File: src/design/alpha_pkg.sv
// shared constants and state types for the carrier board start-up controller
package alpha_pkg;

	localparam int SLOT_CYCLES = 100; // clocks per sequence slot
	localparam int PICKOFF_DEPTH = 7; // button sample pipeline length
	localparam int BUTTON_COUNT = 2; // power-up button and load button

	// quiet slots from trig_top falling to the second token
	localparam int TRIGGER_GAP_SLOTS = 1121;

	localparam int LOAD_WORD_WIDTH = 16; // power of two, index wraps on low bits
	localparam logic [LOAD_WORD_WIDTH-1:0] LOAD_WORD = 16'hf0a5; // sent lsb first
	localparam int LOAD_BITS = 20; // 16 real bits plus 4 dummy repeats

	// power-up phases, one slot each except the gap
	typedef enum logic [3:0] {
		su_idle,
		su_settle, // outputs low for one slot
		su_dreset_high,
		su_dreset_low,
		su_sync_high,
		su_sync_low,
		su_token_high,
		su_token_low,
		su_trig_high,
		su_trig_gap, // long quiet stretch
		su_token2_high,
		su_token2_low
	} startup_state_t;

	// serial load phases, three slots per bit after settle
	typedef enum logic [2:0] {
		ld_idle,
		ld_settle,
		ld_data_setup, // sin changes here
		ld_clock_high,
		ld_clock_low
	} loader_state_t;

endpackage

File: src/design/alpha_control_top.sv
`timescale 1ns/1ps

// start-up controller for the chip-under-test carrier board
module alpha_control_top (
	input logic clock,
	input logic reset,
	input logic [alpha_pkg::BUTTON_COUNT-1:0] button, // 0 power-up, 1 serial load
	output logic dreset,
	output logic sync,
	output logic tok_a_f2t,
	output logic trig_top,
	output logic sin,
	output logic sclk
);

	logic [alpha_pkg::BUTTON_COUNT-1:0] start_pulse; // one per button
	logic loader_sclk; // strobe before the dreset gating

	// identical edge detector per button
	genvar i;
	generate
		for (i = 0; i < alpha_pkg::BUTTON_COUNT; i++) begin : g_pickoff
			button_pickoff pickoff_i (
				.clock(clock),
				.reset(reset),
				.button(button[i]),
				.start_pulse(start_pulse[i])
			);
		end
	endgenerate

	// button 0 starts the power-up pulses
	startup_sequencer startup_i (
		.clock(clock),
		.reset(reset),
		.start_pulse(start_pulse[0]),
		.dreset(dreset),
		.sync(sync),
		.tok_a_f2t(tok_a_f2t),
		.trig_top(trig_top)
	);

	// button 1 starts the configuration load
	serial_loader loader_i (
		.clock(clock),
		.reset(reset),
		.start_pulse(start_pulse[1]),
		.sin(sin),
		.sclk(loader_sclk)
	);

	assign sclk = loader_sclk | dreset; // board ties the strobe high during dreset

endmodule

File: src/design/button_pickoff.sv
`timescale 1ns/1ps

// one push button: sample pipeline, then a single-cycle pulse on a rising step
module button_pickoff (
	input logic clock,
	input logic reset,
	input logic button,
	output logic start_pulse
);

	logic [alpha_pkg::PICKOFF_DEPTH-1:0] samples; // [0] is the newest sample

	always_ff @(posedge clock) begin
		if (reset) begin
			samples <= '0;
			start_pulse <= 1'b0;
		end else begin
			samples <= {samples[alpha_pkg::PICKOFF_DEPTH-2:0], button}; // shift in
			// low-to-high step between the two oldest stages
			start_pulse <= (samples[alpha_pkg::PICKOFF_DEPTH-1:alpha_pkg::PICKOFF_DEPTH-2]
				== 2'b01);
		end
	end

	// a press must never produce back-to-back starts downstream
	start_pulse_single : assert property (
		@(posedge clock) disable iff (reset)
		start_pulse |=> !start_pulse
	);

endmodule

File: src/design/serial_loader.sv
`timescale 1ns/1ps

// shifts the configuration word out on sin, strobed by sclk, one slot per phase
module serial_loader (
	input logic clock,
	input logic reset,
	input logic start_pulse,
	output logic sin,
	output logic sclk
);

	typedef logic [$clog2(alpha_pkg::LOAD_BITS+1)-1:0] bit_count_t;
	typedef logic [$clog2(alpha_pkg::LOAD_WORD_WIDTH)-1:0] bit_index_t;

	alpha_pkg::loader_state_t state;
	bit_count_t bit_count; // bits clocked out so far
	bit_index_t bit_index;
	logic slot_end;

	slot_timer timer_i (
		.clock(clock),
		.reset(reset),
		.restart(start_pulse),
		.slot_end(slot_end)
	);

	// count mod word width, so the dummy bits repeat bits 0 to 3
	assign bit_index = bit_count[$clog2(alpha_pkg::LOAD_WORD_WIDTH)-1:0];

	always_ff @(posedge clock) begin
		if (reset) begin
			state <= alpha_pkg::ld_idle;
			bit_count <= '0;
			sin <= 1'b0;
			sclk <= 1'b0;
		end else if (start_pulse) begin // restart the load from bit 0
			state <= alpha_pkg::ld_settle;
			bit_count <= '0;
			sin <= 1'b0;
			sclk <= 1'b0;
		end else if (slot_end) begin
			case (state)
				alpha_pkg::ld_settle: begin
					state <= alpha_pkg::ld_data_setup;
					sin <= alpha_pkg::LOAD_WORD[bit_index]; // bit 0 first
				end
				alpha_pkg::ld_data_setup: begin
					state <= alpha_pkg::ld_clock_high;
					sclk <= 1'b1;
				end
				alpha_pkg::ld_clock_high: begin
					state <= alpha_pkg::ld_clock_low;
					sclk <= 1'b0;
					bit_count <= bit_count + 1'b1; // bit taken on this falling strobe
				end
				alpha_pkg::ld_clock_low: begin
					if (bit_count == bit_count_t'(alpha_pkg::LOAD_BITS)) begin
						state <= alpha_pkg::ld_idle; // sin keeps its last value
					end else begin
						state <= alpha_pkg::ld_data_setup;
						sin <= alpha_pkg::LOAD_WORD[bit_index];
					end
				end
				default: state <= alpha_pkg::ld_idle;
			endcase
		end
	end

	// data must not move under the strobe
	sin_held_under_sclk : assert property (
		@(posedge clock) disable iff (reset)
		sclk |-> $stable(sin)
	);

endmodule

File: src/design/slot_timer.sv
`timescale 1ns/1ps

// free-running slot counter, slot_end flags the last cycle of each slot
module slot_timer (
	input logic clock,
	input logic reset,
	input logic restart, // next cycle is the first of a new slot
	output logic slot_end
);

	typedef logic [$clog2(alpha_pkg::SLOT_CYCLES)-1:0] count_t;

	count_t count; // position within the slot

	always_ff @(posedge clock) begin
		if (reset || restart) begin
			count <= '0;
			slot_end <= 1'b0;
		end else begin
			if (count == count_t'(alpha_pkg::SLOT_CYCLES - 1)) begin
				count <= '0; // wrap
			end else begin
				count <= count + 1'b1;
			end
			// registered one early so it lines up with the final count
			slot_end <= (count == count_t'(alpha_pkg::SLOT_CYCLES - 2));
		end
	end

	// undisturbed slots keep a fixed period
	slot_period : assert property (
		@(posedge clock) disable iff (reset)
		(slot_end && !restart) ##1 (!restart [*alpha_pkg::SLOT_CYCLES-1]) |=> slot_end
	);

endmodule

File: src/design/startup_sequencer.sv
`timescale 1ns/1ps

// timed power-up sequence: dreset, sync, token, trigger, long gap, second token
module startup_sequencer (
	input logic clock,
	input logic reset,
	input logic start_pulse,
	output logic dreset,
	output logic sync,
	output logic tok_a_f2t,
	output logic trig_top
);

	typedef logic [$clog2(alpha_pkg::TRIGGER_GAP_SLOTS)-1:0] gap_t;

	alpha_pkg::startup_state_t state;
	gap_t gap_count; // slots spent in the gap so far
	logic slot_end;

	// slots are aligned to the start pulse
	slot_timer timer_i (
		.clock(clock),
		.reset(reset),
		.restart(start_pulse),
		.slot_end(slot_end)
	);

	always_ff @(posedge clock) begin
		if (reset) begin
			state <= alpha_pkg::su_idle;
			gap_count <= '0;
			dreset <= 1'b0;
			sync <= 1'b0;
			tok_a_f2t <= 1'b0;
			trig_top <= 1'b0;
		end else if (start_pulse) begin // also aborts a running sequence
			state <= alpha_pkg::su_settle;
			gap_count <= '0;
			dreset <= 1'b0;
			sync <= 1'b0;
			tok_a_f2t <= 1'b0;
			trig_top <= 1'b0;
		end else if (slot_end) begin
			case (state)
				alpha_pkg::su_settle: begin
					state <= alpha_pkg::su_dreset_high;
					dreset <= 1'b1;
				end
				alpha_pkg::su_dreset_high: begin
					state <= alpha_pkg::su_dreset_low;
					dreset <= 1'b0;
				end
				alpha_pkg::su_dreset_low: begin
					state <= alpha_pkg::su_sync_high;
					sync <= 1'b1;
				end
				alpha_pkg::su_sync_high: begin
					state <= alpha_pkg::su_sync_low;
					sync <= 1'b0;
				end
				alpha_pkg::su_sync_low: begin
					state <= alpha_pkg::su_token_high;
					tok_a_f2t <= 1'b1; // first token
				end
				alpha_pkg::su_token_high: begin
					state <= alpha_pkg::su_token_low;
					tok_a_f2t <= 1'b0;
				end
				alpha_pkg::su_token_low: begin
					state <= alpha_pkg::su_trig_high;
					trig_top <= 1'b1;
				end
				alpha_pkg::su_trig_high: begin
					state <= alpha_pkg::su_trig_gap;
					trig_top <= 1'b0;
					gap_count <= '0;
				end
				alpha_pkg::su_trig_gap: begin
					if (gap_count == gap_t'(alpha_pkg::TRIGGER_GAP_SLOTS - 1)) begin
						state <= alpha_pkg::su_token2_high;
						tok_a_f2t <= 1'b1; // second token after the quiet stretch
					end else begin
						gap_count <= gap_count + 1'b1;
					end
				end
				alpha_pkg::su_token2_high: begin
					state <= alpha_pkg::su_token2_low;
					tok_a_f2t <= 1'b0;
				end
				default: state <= alpha_pkg::su_idle; // token2_low and idle end here
			endcase
		end
	end

	// phases never overlap on the board lines
	one_line_at_a_time : assert property (
		@(posedge clock) disable iff (reset)
		$onehot0({dreset, sync, tok_a_f2t, trig_top})
	);

endmodule

File: config.mk
export PLATFORM = sky130hd
export DESIGN_NAME = alpha_control_top
export DESIGN_NICKNAME = d
export VERILOG_FILES = /design/src/design/alpha_pkg.sv /design/src/design/alpha_control_top.sv /design/src/design/button_pickoff.sv /design/src/design/serial_loader.sv /design/src/design/slot_timer.sv /design/src/design/startup_sequencer.sv
export SDC_FILE = /design/constraint.sdc
export NUM_CORES = 1
export LEC_CHECK = 0
export BUFFER_PORTS_ARGS = -buffer_cell sky130_fd_sc_hd__buf_2
export CORE_UTILIZATION = 61
export DETAILED_ROUTE_END_ITERATION = 16
export GPL_ROUTABILITY_DRIVEN = 0
export GPL_TIMING_DRIVEN = 0
export PLACE_DENSITY = 0.77
export SLEW_MARGIN = 10
export SYNTH_ARGS = -nofsm -noshare
export SYNTH_HDL_FRONTEND = slang
export SYNTH_SLANG_ARGS = --single-unit
export TNS_END_PERCENT = 5
File: constraint.sdc
create_clock -name clock -period 3.8 [get_ports clock]
set_clock_uncertainty 0.05 [all_clocks]
set_input_delay 0.57 -clock clock [delete_from_list [all_inputs] [get_ports clock]]
set_output_delay 0.57 -clock clock [all_outputs]
set_load 0.005 [all_outputs]
Word-level counts from Yosys, hierarchy flattened --
Memory sizes are Yosys's and may differ from the RTL's. A register that Yosys moved wholly into a read port is not among the register bits. Cells that the tools add are included.
Operators by class: add/subtract/negate cells 4, $mul 0, divide/modulo/power cells 0, $lt $le $gt $ge 1, equal/unequal tests 26, shift operators 0, multiplexer cells 21, bitwise operators 1, reduce and logical (&&, ||, !) cells 26
Operators by type and width (number):
- one-hot mux 4 bit (10 select lines) | 1
- == test 7 bit (second input constant) | 4
- one-hot mux 11 bit (2 select lines) | 1
- == test 4 x 3 -> 1 bit (second input constant) | 4
- nonzero test 2 bit | 8
- adder 7 x 1 -> 7 bit (second input constant) | 2
- AND reduction 2 bit | 7
- == test 4 bit (second input constant) | 3
- two-way mux 4 bit | 3
- one-hot mux 3 bit (4 select lines) | 1
- adder 11 x 1 -> 11 bit (second input constant) | 1
- == test 11 bit (second input constant) | 1
- two-way mux 11 bit | 1
- one-hot mux 1 bit (2 select lines) | 5
- OR reduction 2 bit | 5
- AND reduction 3 bit | 3
- == test 4 x 2 -> 1 bit (second input constant) | 2
- two-way mux 1 bit | 7
- == test 3 x 2 -> 1 bit (second input constant) | 2
- adder 5 x 1 -> 5 bit (second input constant) | 1
- == test 5 bit (second input constant) | 1
- less-than comparator 4 x 5 -> 1 bit (second input constant) | 1
- == test 2 x 1 -> 1 bit (second input constant) | 2
- == test 4 x 1 -> 1 bit (second input constant) | 1
- 10 further kinds | 12
Word-level totals: register bits after elaboration 61, bits in latches 0, bits in writable memories 0, ROM bits 16, input port bits 4, word-level logic and storage cells 100, memories 1
Memories:
- (no name shown) | words 16, width 1, rd ports 1, clocked after Yosys merged registers in 1, wr ports 0, line serial_loader.sv:45 | sin <= alpha_pkg::LOAD_WORD[bit_index];

Logic depth before layout (Yosys ltp) --
Gate-level depths: netlist (run 1).
depth after elaboration 5, gate-level depth with buffers 6, mapped depth without buffers 6

Modules after synthesis --
A second synthesis (run 1) with hierarchy kept.
Second synthesis, totals: cells, all modules 323, area, all modules 2932.8 um^2
By module, submodules not included:
- startup_sequencer | times used 1, cells an instance 141, area an instance 1154.9 um^2
- slot_timer | times used 2, cells an instance 39, area an instance 367.9 um^2
- serial_loader | times used 1, cells an instance 71, area an instance 603.1 um^2
- button_pickoff | times used 2, cells an instance 16, area an instance 216.5 um^2
- alpha_control_top | times used 1, cells an instance 1, area an instance 6.3 um^2

Worst setup path after synthesis (run 1) --
OpenSTA, ideal clock, no wires.
path type reg-to-reg, start point register startup_i.gap_count[0], end point register startup_i.gap_count[1], library setup time 115 ps, arrival time 1664 ps, data required time 3635 ps, setup slack 1971 ps, stages on the path, launching flop included 7, path buffers 0, clock period less this slack 1829 ps, cell sequence dfxtp_1 > inv_1 > ha_1 > or4bb_1 > nor4_4 > nor3_1 > o21a_1
Between the ends: word-level cells in the longest chain between the ends 3, elaborated cells between the ends (all ways) 6
RTL lines:
- start, declared | line startup_sequencer.sv:17 | gap_t gap_count;
- start signal, assigned | line startup_sequencer.sv:83 | gap_count <= gap_count + 1'b1;
- adder 11 x 1 -> 11 bit / == test 11 bit (equally long branches) | line startup_sequencer.sv:83, startup_sequencer.sv:79
- two-way mux 11 bit / inequality test 2 bit (equally long branches)
- one-hot mux 11 bit (2 select lines) / AND reduction 3 bit (equally long branches)
Parallel ways exist; a longest one is shown, timed or not. The select of a mux whose other input is x is not followed. A chain may end at the register's enable or synchronous reset.

Worst setup path after layout (run 1) --
start point register startup_i.gap_count[0], end point register startup_i.gap_count[7]
The elaborated chain is that of the path after synthesis.

==> results of run 1 <==
==> cell families (layout without fill, tap and decap cells) <==
logic type / count (synthesis) / count (layout) / synth area share (%)
and+or+nand+nor: 126 / 126 / 27.4
AOI/OAI and AO/OA: 62 / 62 / 14.3
DFF: 62 / 62 / 46.6
buffers and inverters: 20 / 45 / 2.87
xor gates and xnor gates: 14 / 14 / 4.61
adders and majority gates: 8 / 8 / 3.76
muxes: 1 / 1 / 0.376
==> power groups by stage <==
stage / sequential (mW) / combinational (mW) / clock, mW
floorplan: 0.680 / 0.0296 / 0
global placement: 0.682 / 0.0376 / 0
detailed placement: 0.682 / 0.0384 / 0
CTS: 0.668 / 0.0388 / 0.714
global route: 0.669 / 0.0444 / 0.741
finish: 0.668 / 0.0384 / 0.697
==> sequential cells by signal (all words and copies together), names as in the netlist, 2 cells and up, named ones only <==
name	count
g_pickoff.pickoff_i.samples	14
g_pickoff.pickoff_i.start_pulse	2
loader_i.bit_count	5
loader_i.state	3
loader_i.timer_i.count	7
startup_i.gap_count	11
startup_i.state	4
startup_i.timer_i.count	7
==> cell type report <==
cell class / count / area (sq um) / area share (%)
Timing Repair Buffer: 9 / 45.0 / 1.49
Sequential cell: 62 / 1240 / 41.2
Clock buffer: 9 / 124 / 4.11
Inverter: 10 / 37.5 / 1.24
Tap cell: 50 / 62.6 / 2.07
Buffer: 10 / 38.8 / 1.29
Multi-Input combinational cell: 211 / 1350 / 44.6
Clock inverter: 7 / 121 / 4.02
==> synth_stat cells, types with 4 or more instances <==
| cell type | number |
|---|---|
| a21oi_1 | 19 |
| a31oi_1 | 6 |
| and3_1 | 5 |
| and4b_1 | 4 |
| clkbuf_1 | 9 |
| dfxtp_1 | 62 |
| ha_1 | 8 |
| inv_1 | 10 |
| nand2_1 | 18 |
| nand2b_1 | 7 |
| nand3_1 | 14 |
| nand4_1 | 5 |
| nor2_1 | 27 |
| nor2b_1 | 17 |
| o211ai_1 | 4 |
| o21ai_0 | 15 |
| or2_2 | 4 |
| xnor2_1 | 6 |
| xor2_1 | 8 |
==> placed cells by master, fill, tap and decap left out, drive strengths merged, types with 4 or more instances in the layout <==
| master | synthesis | final |
|---|---|---|
| ha | 8 | 8 |
| o311ai | 4 | 4 |
| clkbuf | 9 | 18 |
| xor2 | 8 | 8 |
| and4b | 4 | 4 |
| nor2b | 17 | 17 |
| nand2b | 7 | 7 |
| dfxtp | 62 | 62 |
| nand4 | 5 | 5 |
| nor4 | 4 | 4 |
| a21oi | 19 | 19 |
| nand2 | 18 | 18 |
| or2 | 4 | 4 |
| o21ai | 16 | 16 |
| xnor2 | 6 | 6 |
| o211ai | 4 | 4 |
| and3 | 5 | 5 |
| nand3 | 14 | 14 |
| buf | 1 | 10 |
| a31oi | 6 | 6 |
| inv | 10 | 11 |
| nor2 | 27 | 27 |
==> metal layers <==
layer	track usage, %	up-vias	routed length [um]
li1	-	1079	-
met4	12.0	0	94
met2	33.2	57	2120
met1	32.5	973	2380
met3	7.67	9	279
met5	0	-	0
==> final timing paths <==
path                                                   endpoint  slack [ps]  cells past startpoint
setup / recovery            startup_i.gap_count[7]$_SDFFE_PP0P_        1740                      6
hold / removal    g_pickoff[1].pickoff_i.start_pulse$_SDFF_PP0_         330                      1
setup reg to reg            startup_i.gap_count[7]$_SDFFE_PP0P_        1740                      6
hold reg to reg   g_pickoff[1].pickoff_i.start_pulse$_SDFF_PP0_         330                      1
==> metrics by stage <==
| stage | hold slack, ps | instance area [sq um] | instances | power (mW) |
|---|---|---|---|---|
| 2_1_floorplan | 317 | 2660 | 293 | 0.710 |
| 3_3_place_gp | 320 | 2770 | 352 | 0.719 |
| 3_5_place_dp | 326 | 2770 | 352 | 0.721 |
| 4_1_cts | 335 | 3020 | 368 | 1.42 |
| 5_1_grt | 360 | 3020 | 368 | 1.45 |
| 6_report | 334 | 3020 | 368 | 1.40 |
==> worst max-delay path, stage by stage, from the launching register on <==
cell     delay, ps
dfxtp_1        350
inv_1           90
ha_1           150
or4bb_1        570
nor4_4         460
o21ai_2        150
a31oi_1        180
==> impl_metrics.toml, run 1 <==
[run_status]
status = "complete, no violations"

[power]
share_seq_of_total_power_pct = 47.6
power.clock.fraction_pct = 49.7
sw_frac_of_total_pct = 20.7
combPwrFrac_pct = 2.7
power.internal_mw = 1.11
p_leak_nw = 1.14
vdd.ir_drop.worst_uv = 470
power-per-cell-area_nw_per_um2 = 465
total_switching_power_mw = 0.290

[floorplan]
die-area_sq_um = 4630
die_x_um = 68.1
core_sq_um = 4090
die-height_um = 68.1
rows = 23
initial_utilization_pct = 65.2
io_pins = 10

[synth]
syn_inst = 293
ys_ff_latch = 62
yosys_most_used_dff = "dfxtp_1"
synth_top_cell_by_area = "dfxtp_1"
ys_seq_area_share_pct = 46.6
syn_area_sq_um = 2660
synth_area_per_cell_sq_um = 9.09
cell_types_with_the_largest_area_share_after_synthesis = "dfxtp_1 (47%), nor2b_1 (4.0%), nor2_1 (3.8%)"
synth_top_area_share_pct = 46.6
ys_types = 45
asyncSetResetFlopFracSynth_pct = 0
synth_edf_count = 0
yosys_warnings = 0
synth_fp_nets = 305

[route]
final_antenna_net_count = 0
via_count = 2118
route.detailed.vias_per_inst = 5.76
drt-pass1-iter-count = 4
drtIter0Drc = 237
drc = 0
postRouteWirelength_mm = 4.87
routed_wire_length_per_instance_um = 13.2

[global_route]
globalRouteOverflowTotal = 0
global_route_wire_length_before_repair_mm = 7.85
largest_net_degree_at_the_start_of_global_routing = 13
grt_pass1_vias = 1744
grt_antenna_before_repair = 0
gr-usage-all-layers_pct = 23.8

[clock_tree]
number_of_buffers_created_by_cts = 9
clkLatencyLatePin_ps = 340
cts_setup_buffers = 0
worst_setup_hold_path_clk_slew_ps = 70
cts_hold_buffers = 0
tritoncts = "done"
post_cts_resize_count = 0
cts_sinks = 62
cts-root-buf = "clkbuf_8"
cts_max_level = 3
clk_path_buf_depth = 2

[worst_setup_path]
startpoint = "startup_i.gap_count[0]$_SDFFE_PP0P_"
worst-endpoint-arrival_ps = 2280
crit-reg2reg-launch = "startup_i.gap_count[0]$_SDFFE_PP0P_"
critical_path_required_ps = 4020
worst-setup-path-type = "reg -> reg"
crit_path_start_kind = "flop"
worstPathMaxFanout = 10
cp-end-kind = "flop"

[timing]
finalHoldViolCount = 0
period_needed_ps = 2060
timing.fmax_mhz = 485
min_period_over_period_pct = 54.2
tns_ps = 0
final-setup-viol-count = 0
number_of_max_slew_violations_in_the_final_report = 0
max-slew-margin-rel_pct = 61.6
timing.final.ws_setup_ps = 1740
unrepaired_setup_endpoints_after_global_routing = "false"
timing_worst_slew_pin_value_ps = 571

[finish]
diodes = 0
number_of_fillers_in_the_final_layout = 320
layout.core_utilization_pct = 73.8
ratio_of_cells_with_drive_above_1_in_the_final_layout_pct = 11.3
finalNetCount = 325
syn2layout_area_growth_pct = 13.3

[placed_design]
dp_hpwl_mm = 3.20
dpl_worst_slack_ps = 1760
buffer_ports.inserted = 9

[hold_path]
min_from = "g_pickoff[1].pickoff_i.samples[6]$_SDFF_PP0_"
holdCritPathClass = "reg -> reg"

[job]
max_cap_viol_count = 0
(Power assumes the default switching activity.)
==> run 2, diff against run 1 <==
Settings changed: CORE_UTILIZATION 61 to 60, PLACE_DENSITY 0.77 to 0.76.
Clock period 3.8 ns to 2.1 ns, I/O delays scaled along.
==> impl_metrics.toml, run 2 (synthesized netlist as in run 1, its figures left out) <==
[run_status]
status = "complete, no violations"

[floorplan]
io_pins = 10
die-area_sq_um = 4710
initial_utilization_pct = 64.7
core_sq_um = 4120
die-height_um = 68.6
die_x_um = 68.6
rows = 23

[global_route]
grt_antenna_before_repair = 0
gr-usage-all-layers_pct = 24.5
globalRouteOverflowTotal = 0
grt_pass1_vias = 1815
global_route_wire_length_before_repair_mm = 8.21
largest_net_degree_at_the_start_of_global_routing = 12

[finish]
layout.cell_area.non_filler_sq_um = 3000
number_of_fillers_in_the_final_layout = 328
final_common_cell = "dfxtp_1"
layout.core_utilization_pct = 72.8
multi_input_area_sq_um = 1360
register_area_sq_um = 1240
biggestRegsByFlops = "g_pickoff.pickoff_i.samples x14, startup_i.gap_count x11"
ratio_of_cells_with_drive_above_1_in_the_final_layout_pct = 12.2
max_flop_register = "g_pickoff.pickoff_i.samples"
syn2layout_area_growth_pct = 12.6
diodes = 0
largest_register_ffs = 14
layout.cells.most_common_list = "dfxtp_1 (62), nor2_1 (27), a21oi_1 (19), nand2_1 (18), nor2b_1 (17)"
finalNetCount = 326

[clock_tree]
clkLatencyLatePin_ps = 340
cts_max_level = 3
worst_setup_hold_path_clk_slew_ps = 70
number_of_buffers_created_by_cts = 9
clk_path_buf_depth = 2
cts-root-buf = "clkbuf_8"
cts_hold_buffers = 0
cts_sinks = 62
tritoncts = "done"

[worst_setup_path]
timing.critical_path.slowest_cell_delay_ps = 570
critPathCapture = "startup_i.gap_count[5]$_SDFFE_PP0P_"
cp-end-kind = "flop"
worst-endpoint-arrival_ps = 2210
worstPathMaxFanout = 10
startpoint = "startup_i.gap_count[0]$_SDFFE_PP0P_"
rr_worst_depth = 7
slowest_stage = "or4bb_4"
setup.reg_to_reg.worst_slack_ps = 110
worst-setup-path-type = "reg -> reg"
crit-reg2reg-launch = "startup_i.gap_count[0]$_SDFFE_PP0P_"
critical_path_required_ps = 2320
crit_path_start_kind = "flop"
worst_r2r_endpoint = "startup_i.gap_count[5]$_SDFFE_PP0P_"
crit_chain = "inv_1, ha_1, or4bb_4, nor4_4, buf_4, o21ai_2, a31oi_1"

[route]
routed_wire_length_per_instance_um = 13.5
drt-pass1-iter-count = 4
via_count = 2135
drc = 0
postRouteWirelength_mm = 4.97
drtIter0Drc = 124
final_antenna_net_count = 0
route.detailed.vias_per_inst = 5.79

[power]
share_seq_of_total_power_pct = 51.3
total_switching_power_mw = 0.522
combPwrFrac_pct = 3.0
power.clock.fraction_pct = 45.7
vdd.ir_drop.worst_uv = 869
p_leak_nw = 1.13
power.internal_mw = 1.83
sw_frac_of_total_pct = 22.2
power-per-cell-area_nw_per_um2 = 786

[timing]
timing.final.ws_setup_ps = 109
unrepaired_setup_endpoints_after_global_routing = "false"
final-setup-viol-count = 0
number_of_max_slew_violations_in_the_final_report = 0
timing.fmax_mhz = 502
min_period_over_period_pct = 94.8
timing_worst_slew_pin_value_ps = 626
tns_ps = 0
finalHoldViolCount = 0
period_needed_ps = 1990
max-slew-margin-rel_pct = 57.9

[job]
max_cap_viol_count = 0

[placed_design]
dpl_worst_slack_ps = 49.0
buffer_ports.inserted = 9
dpl-instance-area_sq_um = 2770
dp_hpwl_mm = 3.30

[hold_path]
holdCritPathClass = "in -> reg"
worst_hold_path.num_cells = 2
run 2: cell count changes in the layout (fill, tap and decap cells not counted):
cell       before  now
or4bb_4         0    1
buf_4           0    1
or4bb_1         1    0
bufinv_16       3    1
clkinv_2        1    2
inv_6           1    0
o311ai_1        1    0
o311ai_2        0    1
clkbuf_8        9   11
run 2: worst min path at each step:
stage,slack (ps),to,start
after floorplan,320,g_pickoff[0].pickoff_i.start_pulse$_SDFF_PP0_,g_pickoff[0].pickoff_i.samples[6]$_SDFF_PP0_
after global placement,320,g_pickoff[1].pickoff_i.start_pulse$_SDFF_PP0_,g_pickoff[1].pickoff_i.samples[6]$_SDFF_PP0_
after detailed placement,330,g_pickoff[0].pickoff_i.start_pulse$_SDFF_PP0_,g_pickoff[0].pickoff_i.samples[6]$_SDFF_PP0_
after CTS,130,g_pickoff[0].pickoff_i.samples[0]$_SDFF_PP0_,button[0]
after global routing,130,g_pickoff[0].pickoff_i.samples[0]$_SDFF_PP0_,button[0]
final,140,g_pickoff[0].pickoff_i.samples[0]$_SDFF_PP0_,button[0]
run 2: per-stage QoR:
step	std cells	total power, mW	hold WS (ps)
floorplan	293	1.28	317
global placement	352	1.30	320
detailed placement	352	1.30	329
CTS	368	2.38	127
global route	369	2.45	128
finish	369	2.36	136
run 2: worst max-delay path, delay by kind of cell, from the launching register on:
family / cells / cell delay, ps
fa+ha+maj: 1 / 150
compound gates: 2 / 290
flops: 1 / 350
buf+inv: 2 / 300
simple gates: 2 / 800
run 2: repair_timing:
action	in CTS	in global routing
setup buffers	0	1
endpoints found under the setup margin	0	11
gates resized for setup	0	2
run 2: final cells by class:
type / instances / share of cell area (%)
Clock buffer: 11 / 5.05
Sequential cell: 62 / 41.4
Tap cell: 50 / 2.09
Clock inverter: 5 / 1.92
Multi-Input combinational cell: 211 / 45.2
Inverter: 10 / 1.25
Buffer: 10 / 1.29
Timing Repair Buffer: 10 / 1.75
run 2: power by group through the flow:
stage                     Sequential [mW]  Clock [mW]  Combinational, mW
after floorplan                      1.23           0             0.0535
after global placement               1.23           0             0.0681
after detailed placement             1.23           0             0.0702
after CTS                            1.21        1.10             0.0706
after global routing                 1.21        1.16             0.0803
final                                1.21        1.08             0.0706
run 2: layer usage:
metal | up-vias | routed length [um] | global-route usage, %
li1 | 1084 | - | -
met1 | 995 | 2570 | 32.3
met2 | 48 | 2100 | 34.4
met3 | 8 | 203 | 7.89
met4 | 0 | 99 | 14.8
met5 | - | 0 | 0
